==> src/include/boot_rom_image.svh <==
// Small boot stub that sets up the stack in local RAM and spins
localparam logic [31:0] BOOT_IMAGE [soc_pkg::ROM_WORDS] = '{
	32'h20110137,
	32'h200002b7,
	32'h50000337,
	32'h09030313,
	32'h00100393,
	32'h00732223,
	32'h0002a503,
	32'h00a2a023,
	32'h00428293,
	32'hfe0298e3,
	32'h00000013,
	32'h00000013,
	32'h0000006f,
	32'hdeadbeef,
	32'h0badc0de,
	32'h5a5aa5a5
};

==> src/hw/soc_pkg.sv <==
package soc_pkg;

	// ========================================================================
	// Near bus, between the masters, the arbiter and the slaves
	// ========================================================================

	typedef struct packed {
		logic        write;
		logic [31:0] address;
		logic [31:0] wdata;
	} bus_req_t;

	// Read data is only meaningful in the cycle where ready is high
	typedef struct packed {
		logic [31:0] rdata;
		logic        ready;
	} bus_rsp_t;

	// ========================================================================
	// Far bus, behind the peripheral bridge
	// ========================================================================

	// Offset is the near address with the region nibble stripped
	typedef struct packed {
		logic        write;
		logic [27:0] offset;
		logic [31:0] wdata;
	} far_req_t;

	// Near regions, address bits 31:28
	localparam logic [3:0] REGION_ROM    = 4'h0;
	localparam logic [3:0] REGION_RAM    = 4'h2;
	localparam logic [3:0] REGION_BRIDGE = 4'h5;

	// Far regions, offset bits 27:24
	localparam logic [3:0] FAR_TIMER  = 4'h5;
	localparam logic [3:0] FAR_SYSREG = 4'h9;

	// System register word offsets, offset bits 3:2
	localparam logic [1:0] SYSREG_ID      = 2'd0;
	localparam logic [1:0] SYSREG_LEDS    = 2'd1;
	localparam logic [1:0] SYSREG_SCRATCH = 2'd2;

	// Timer word offsets, offset bits 3:2
	localparam logic [1:0] TIMER_COUNT   = 2'd0;
	localparam logic [1:0] TIMER_COMPARE = 2'd1;
	localparam logic [1:0] TIMER_STATUS  = 2'd2;

	// Boot image depth in words
	localparam int ROM_WORDS = 16;

endpackage

==> src/hw/system_bus.sv <==
`timescale 1ns/1ps

module system_bus (
	input  logic              i_clock,
	input  logic              i_rst,

	// Instruction port
	input  logic              i_ibus_request,
	input  logic [31:0]       i_ibus_address,
	output soc_pkg::bus_rsp_t o_ibus_rsp,

	// Data port
	input  logic              i_dbus_request,
	input  soc_pkg::bus_req_t i_dbus_req,
	output soc_pkg::bus_rsp_t o_dbus_rsp,

	// DMA port
	input  logic              i_dma_request,
	input  soc_pkg::bus_req_t i_dma_req,
	output soc_pkg::bus_rsp_t o_dma_rsp,

	// Slaves
	output logic              o_rom_request,
	output logic              o_ram_request,
	output logic              o_bridge_request,
	output soc_pkg::bus_req_t o_slave_req,
	input  soc_pkg::bus_rsp_t i_rom_rsp,
	input  soc_pkg::bus_rsp_t i_ram_rsp,
	input  soc_pkg::bus_rsp_t i_bridge_rsp
);

	localparam logic [1:0] PORT_IBUS = 2'd0;
	localparam logic [1:0] PORT_DBUS = 2'd1;
	localparam logic [1:0] PORT_DMA  = 2'd2;

	logic              busy;
	logic [1:0]        owner;
	soc_pkg::bus_req_t cmd;
	logic [3:0]        region;
	logic              rom_select;
	logic              ram_select;
	logic              bridge_select;
	logic              unmapped_ready;
	soc_pkg::bus_rsp_t sel_rsp;

	// ========================================================================
	// Arbiter, data first, then DMA, then instruction
	// ========================================================================

	always_ff @(posedge i_clock) begin
		if (i_rst) begin
			busy  <= 1'b0;
			owner <= PORT_IBUS;
		end else if (!busy) begin
			if (i_dbus_request) begin
				busy  <= 1'b1;
				owner <= PORT_DBUS;
			end else if (i_dma_request) begin
				busy  <= 1'b1;
				owner <= PORT_DMA;
			end else if (i_ibus_request) begin
				busy  <= 1'b1;
				owner <= PORT_IBUS;
			end
		end else if (sel_rsp.ready) begin
			// Free the bus on the edge after the slave answered
			busy <= 1'b0;
		end
	end

	// Command register follows the same priority
	always_ff @(posedge i_clock) begin
		if (!busy) begin
			if (i_dbus_request) begin
				cmd <= i_dbus_req;
			end else if (i_dma_request) begin
				cmd <= i_dma_req;
			end else begin
				cmd <= '{write: 1'b0, address: i_ibus_address, wdata: 32'h0};
			end
		end
	end

	// ========================================================================
	// Region decode and response mux
	// ========================================================================

	assign region        = cmd.address[31:28];
	assign rom_select    = region == soc_pkg::REGION_ROM;
	assign ram_select    = region == soc_pkg::REGION_RAM;
	assign bridge_select = region == soc_pkg::REGION_BRIDGE;

	assign o_rom_request    = busy && rom_select;
	assign o_ram_request    = busy && ram_select;
	assign o_bridge_request = busy && bridge_select;
	assign o_slave_req      = cmd;

	// Unmapped regions answer zero after one cycle, like a fast slave
	always_ff @(posedge i_clock) begin
		if (i_rst) begin
			unmapped_ready <= 1'b0;
		end else begin
			unmapped_ready <= busy && !(rom_select || ram_select || bridge_select)
				&& !unmapped_ready;
		end
	end

	always_comb begin
		if (rom_select) begin
			sel_rsp = i_rom_rsp;
		end else if (ram_select) begin
			sel_rsp = i_ram_rsp;
		end else if (bridge_select) begin
			sel_rsp = i_bridge_rsp;
		end else begin
			sel_rsp = '{rdata: 32'h0, ready: unmapped_ready};
		end
	end

	// Only the owner sees the ready
	assign o_ibus_rsp = '{rdata: sel_rsp.rdata,
		ready: busy && sel_rsp.ready && owner == PORT_IBUS};
	assign o_dbus_rsp = '{rdata: sel_rsp.rdata,
		ready: busy && sel_rsp.ready && owner == PORT_DBUS};
	assign o_dma_rsp  = '{rdata: sel_rsp.rdata,
		ready: busy && sel_rsp.ready && owner == PORT_DMA};

endmodule

==> config.mk <==
export PLATFORM = sky130hd
export DESIGN_NAME = system_bus
export DESIGN_NICKNAME = d
export VERILOG_FILES = /design/src/include/boot_rom_image.svh /design/src/hw/soc_pkg.sv /design/src/hw/system_bus.sv
export SDC_FILE = /design/constraint.sdc
export NUM_CORES = 1
export LEC_CHECK = 0
export BUFFER_PORTS_ARGS = -buffer_cell sky130_fd_sc_hd__buf_2
export CORE_AREA = 2 2 166 168
export CTS_BUF_LIST = sky130_fd_sc_hd__clkbuf_16
export CTS_CLUSTER_SIZE = 25
export DETAILED_ROUTE_END_ITERATION = 6
export DIE_AREA = 0 0 168 170
export SYNTH_ARGS = -nofsm -noshare
export SYNTH_HDL_FRONTEND = slang
export SYNTH_SLANG_ARGS = --single-unit
==> constraint.sdc <==
create_clock -name i_clock -period 5.1 [get_ports i_clock]
set_input_delay 0.51 -clock i_clock [delete_from_list [all_inputs] [get_ports i_clock]]
set_output_delay 0.51 -clock i_clock [all_outputs]
set_load 0.1 [all_outputs]
**Word-level counts from Yosys, hierarchy flattened**

Cells that the tools add are included.

- Memories kept: 0
- Word-level logic and storage cells: 41
- Bits of input ports: 266
- Bits in read-only memories: 0
- Bits in writable memories: 0
- Bits in latches: 0
- Register bits: 69

- Div/mod/pow operators: 0
- Magnitude comparators: 0
- Reductions and logical operators: 17
- Shift operators: 0
- Bitwise gates (word level): 1
- Eq/ne operators: 4
- Add/sub/neg operators: 0
- $mul: 0
- Muxes and demuxes: 13

Operators with widths:

| cell | count |
|---|---|
| two-way mux 65 bit | 2 |
| two-way mux 33 bit | 3 |
| logical AND 1 bit | 9 |
| two-way mux 2 bit | 3 |
| two-way mux 1 bit | 5 |
| == test 4 x 2 -> 1 bit (second input constant) | 1 |
| == test 4 x 3 -> 1 bit (second input constant) | 1 |
| zero test 4 bit | 1 |
| nonzero test 3 bit | 1 |
| == test 2 x 1 -> 1 bit (second input constant) | 1 |
| == test 2 bit (second input constant) | 1 |
| zero test 1 bit | 2 |
| zero test 2 bit | 1 |
| logical OR 1 bit | 2 |
| AND reduction 2 bit | 1 |
| NOT 1 bit | 1 |

**Logic depth before layout (Yosys ltp)**

- Word-level depth: 6
- Mapped depth: 7

**Least setup slack after synthesis**

Ideal clock, no wire load.

- Path kind: reg-to-output
- From: register cmd, in the netlist o_slave_req[60]
- To: output o_ibus_rsp[0] in the netlist's numbering
- Setup slack: 1.534 ns
- Cell stages (with the launch flop): 5
- Buffers on the path: 0
- Arrival time: 3.056 ns
- Path through: edfxtp_1 -> nor3b_4 -> mux2i_1 -> a221oi_2 -> nor3b_2

RTL lines:

| item | line | source |
|---|---|---|
| start, declared | system_bus.sv:38 | `soc_pkg::bus_req_t cmd;` |
| start signal, assigned | system_bus.sv:75 | `cmd <= i_dbus_req;` |
| start signal, assigned | system_bus.sv:77 | `cmd <= i_dma_req;` |
| start signal, assigned | system_bus.sv:79 | `cmd <= '{write: 1'b0, address: i_ibus_address, wdata: 32'h0};` |
| end, declared | system_bus.sv:10 | `output soc_pkg::bus_rsp_t o_ibus_rsp,` |

==> flow_summary_export.csv <==
group,metric,value,unit
drt,via_per_inst,4.00,
die,dieArea,28600,µm²
drt,drt_iter0_drc,255,
sta,max_freq,278,MHz
yosys,netlist_instances,391,
global_routing,antenna_found_initial,3,
critical_path,critPathKind,"register to primary output",
cts,clock_path_buffers,2,
critical_path,r2r_slack,3.10,ns
sta,period_share,0.706,
placed_design,port_buffers,432,
min_path,whs_path_depth,2,
critical_path,crit_chain,"nor3b_4 -> and2_1 -> a222oi_1 -> inv_1 -> buf_2",
cts,ctsResizeCount,0,
global_routing,grt_overflow_total,0,
cts,cts-htree-levels,3,
flow_run,cap_viol_max_count,0,
sta,hold_viol_final,0,
global_routing,first_global_vias,4158,
cts,cts_buffers,9,
critical_path,end_kind,"primary output",
sta,worstMarginPinSlew,1.29,ns
min_path,hold_path_end,"owner[1]",
yosys,ys.warnings.count,0,
die,core_area,26700,µm²
yosys,ys_types,32,
global_routing,grt_max_degree,101,
yosys,syn_nets,657,
drt,final_antenna_net_count,0,
cts,clock_sinks,69,
drt,vias,4371,
min_path,min_from,"i_rst",
die,start_util,0.160,
drt,routed_wl,17.4,mm
critical_path,critPathLaunchType,"register",
placed_design,dp_hpwl,14.5,mm
cts,hold_buffers,0,
die,ios,433,
sta,min_period,3.60,ns
finish,final_layout_size_suffix_gt1_frac,0.611,
critical_path,crit_arrival,3.09,ns
drt,drt-pass1-iter-count,5,
drt,drc_errors,0,
status,status,"complete, no violations",
sta,rsz0062_at_grt,"no",
critical_path,critPathRequiredTime,4.59,ns
sta,slew_headroom,0.139,
placed_design,dpl.cell_count,1074,
critical_path,path_max_fanout,33,
power_and_ir_drop,peakVddDrop,0.170,mV
critical_path,r2r-end,"unmapped_ready",
finish,layoutNonFillerInstCount,1092,
cts,cts_root_buffer,"clkbuf_16",
finish,fillers,2910,
power_and_ir_drop,leakagePower,3.57,nW
critical_path,r2r_start,"o_slave_req[63]",
sta,finalSetupViolCount,0,
finish,fin_nets,1010,
cts,path_clk_slew,0.06,ns
yosys,netlist.area_leader.share,0.458,
sta,tns,0,ns
yosys,ys_seq_elements,69,
sta,finClkSkew,0.00799,ns
die,rows,60,
cts,clk_latency,0.33,ns
die,die_y,170,µm
finish,final_cell_mix,"buf_2 (432), edfxtp_1 (65), inv_1 (36)",
yosys,ys_seq_area_frac,0.477,
critical_path,reg2regPathDepth,3,
power_and_ir_drop,finalPower,2.62,mW
sta,drv_slew,0,
power_and_ir_drop,p_per_area,402,nW/µm²
min_path,hp-class,"input pin to register",
global_routing,grt_pass1_wl,23.9,mm
drt,wl_per_cell,15.9,µm
global_routing,track_usage,0.113,
finish,final_common_cell,"buf_2",
cts,cts_tree,"built",
yosys,synthTopCellsByArea,"edfxtp_1 (46%), buf_4 (11%), mux2i_1 (8.0%)",
critical_path,slowest_stage,"and2_1",
cts,postCtsSetupRepairBufs,0,
critical_path,critPathMaxStageDelay,0.93,ns
finish,final_util,0.244,
yosys,synth_top_area_cell,"edfxtp_1",
sta,hold_slack,0.410,ns
yosys,syn_avg_cell_area,10.9,µm²
placed_design,gp_congestion,0.740,
finish,area_growth,52.8,%
die,die_w,168,µm
yosys,syn_area,4260,µm²
==> where the power goes <==
| group | switching [mW] | internal, mW | total, mW | leakage [nW] |
|---|---|---|---|---|
| combinational | 1.13 | 0.214 | 1.34 | 2.75 |
| clock | 0.236 | 0.321 | 0.557 | 0.126 |
| sequential | 0.0234 | 0.695 | 0.719 | 0.693 |
==> flip-flops by register name (all words and copies together) (netlist names) <==
| name | count |
|---|---|
| o_slave_req | 65 |
| busy | 1 |
| owner | 2 |
| unmapped_ready | 1 |
==> cell type report <==
type                    count  area, µm²  share of cell area
well taps                 341        427              0.0656
diodes                      3       7.51             0.00115
multi-input cells         192       1460               0.224
inverters                  36        135              0.0208
repair buffers            436       2190               0.337
clock buffers               9        225              0.0346
flip-flops and latches     69       2030               0.312
clock inverters             6       32.5             0.00500
==> critical path: cells and delay by family, from the launching register on <==
| kind | cells | cell delay [ns] |
|---|---|---|
| simple gates | 2 | 1.21 |
| flops | 1 | 0.52 |
| compound gates | 1 | 0.33 |
| buf+inv | 2 | 0.67 |
==> worst max-delay path by stage <==
stage,from,to,slack (ns),cells past startpoint
floorplan,o_slave_req[60],o_ibus_rsp[0],1.53,4
global placement,o_slave_req[62],o_dbus_rsp[6],1.93,5
detailed placement,o_slave_req[63],o_ibus_rsp[6],1.83,5
CTS,o_slave_req[63],o_ibus_rsp[6],1.46,5
global route,o_slave_req[62],o_ibus_rsp[6],1.31,5
finish,o_slave_req[63],o_dma_rsp[24],1.50,5
==> cells in the mapped netlist <==
cell       number
buf_4          64
a2bb2oi_1       1
nor3_1          2
and3_1          1
inv_1          36
and2_1          3
a21oi_1         1
a221oi_2        1
nor2_1          3
nand2b_1        1
dfxtp_1         4
or2b_1          1
buf_2           7
buf_6           5
or3_1           1
a22o_1         33
a21o_1          1
nor4_4          1
nor4_1          1
o21ai_0        33
a222oi_1       32
clkbuf_1       18
a22oi_1         1
edfxtp_1       65
nor3_2          1
and3b_1         2
mux2i_1        34
nor2b_1         1
nor3b_4         1
nor3b_2         1
and3_2          1
nand2_1        34
==> kinds of logic (layout without fill, tap and decap cells) <==
family,count (synthesis),count (layout),share of synthesized area
mux,34,34,0.0799
buf+inv,130,487,0.182
flops,69,69,0.477
other cells,0,3,0
simple gates,55,55,0.0690
compound gates,103,103,0.192
==> through the flow <==
stage	worst slack, ns	cell area, µm²
final	1.50	6510
after global routing	1.31	6510
after CTS	1.46	6500
after detailed placement	1.83	6240
after global placement	1.93	6240
after floorplan	1.53	4260
==> layer usage <==
metal  track usage  vias to the layer above  routed length [µm]
met3        0.0298                       21                1410
met4        0.0514                        0                 477
li1              -                     2110                   -
met1         0.122                     1983                6530
met5             0                        -                   0
met2         0.208                      257                8990
Power figures use the tool's default switching activity.
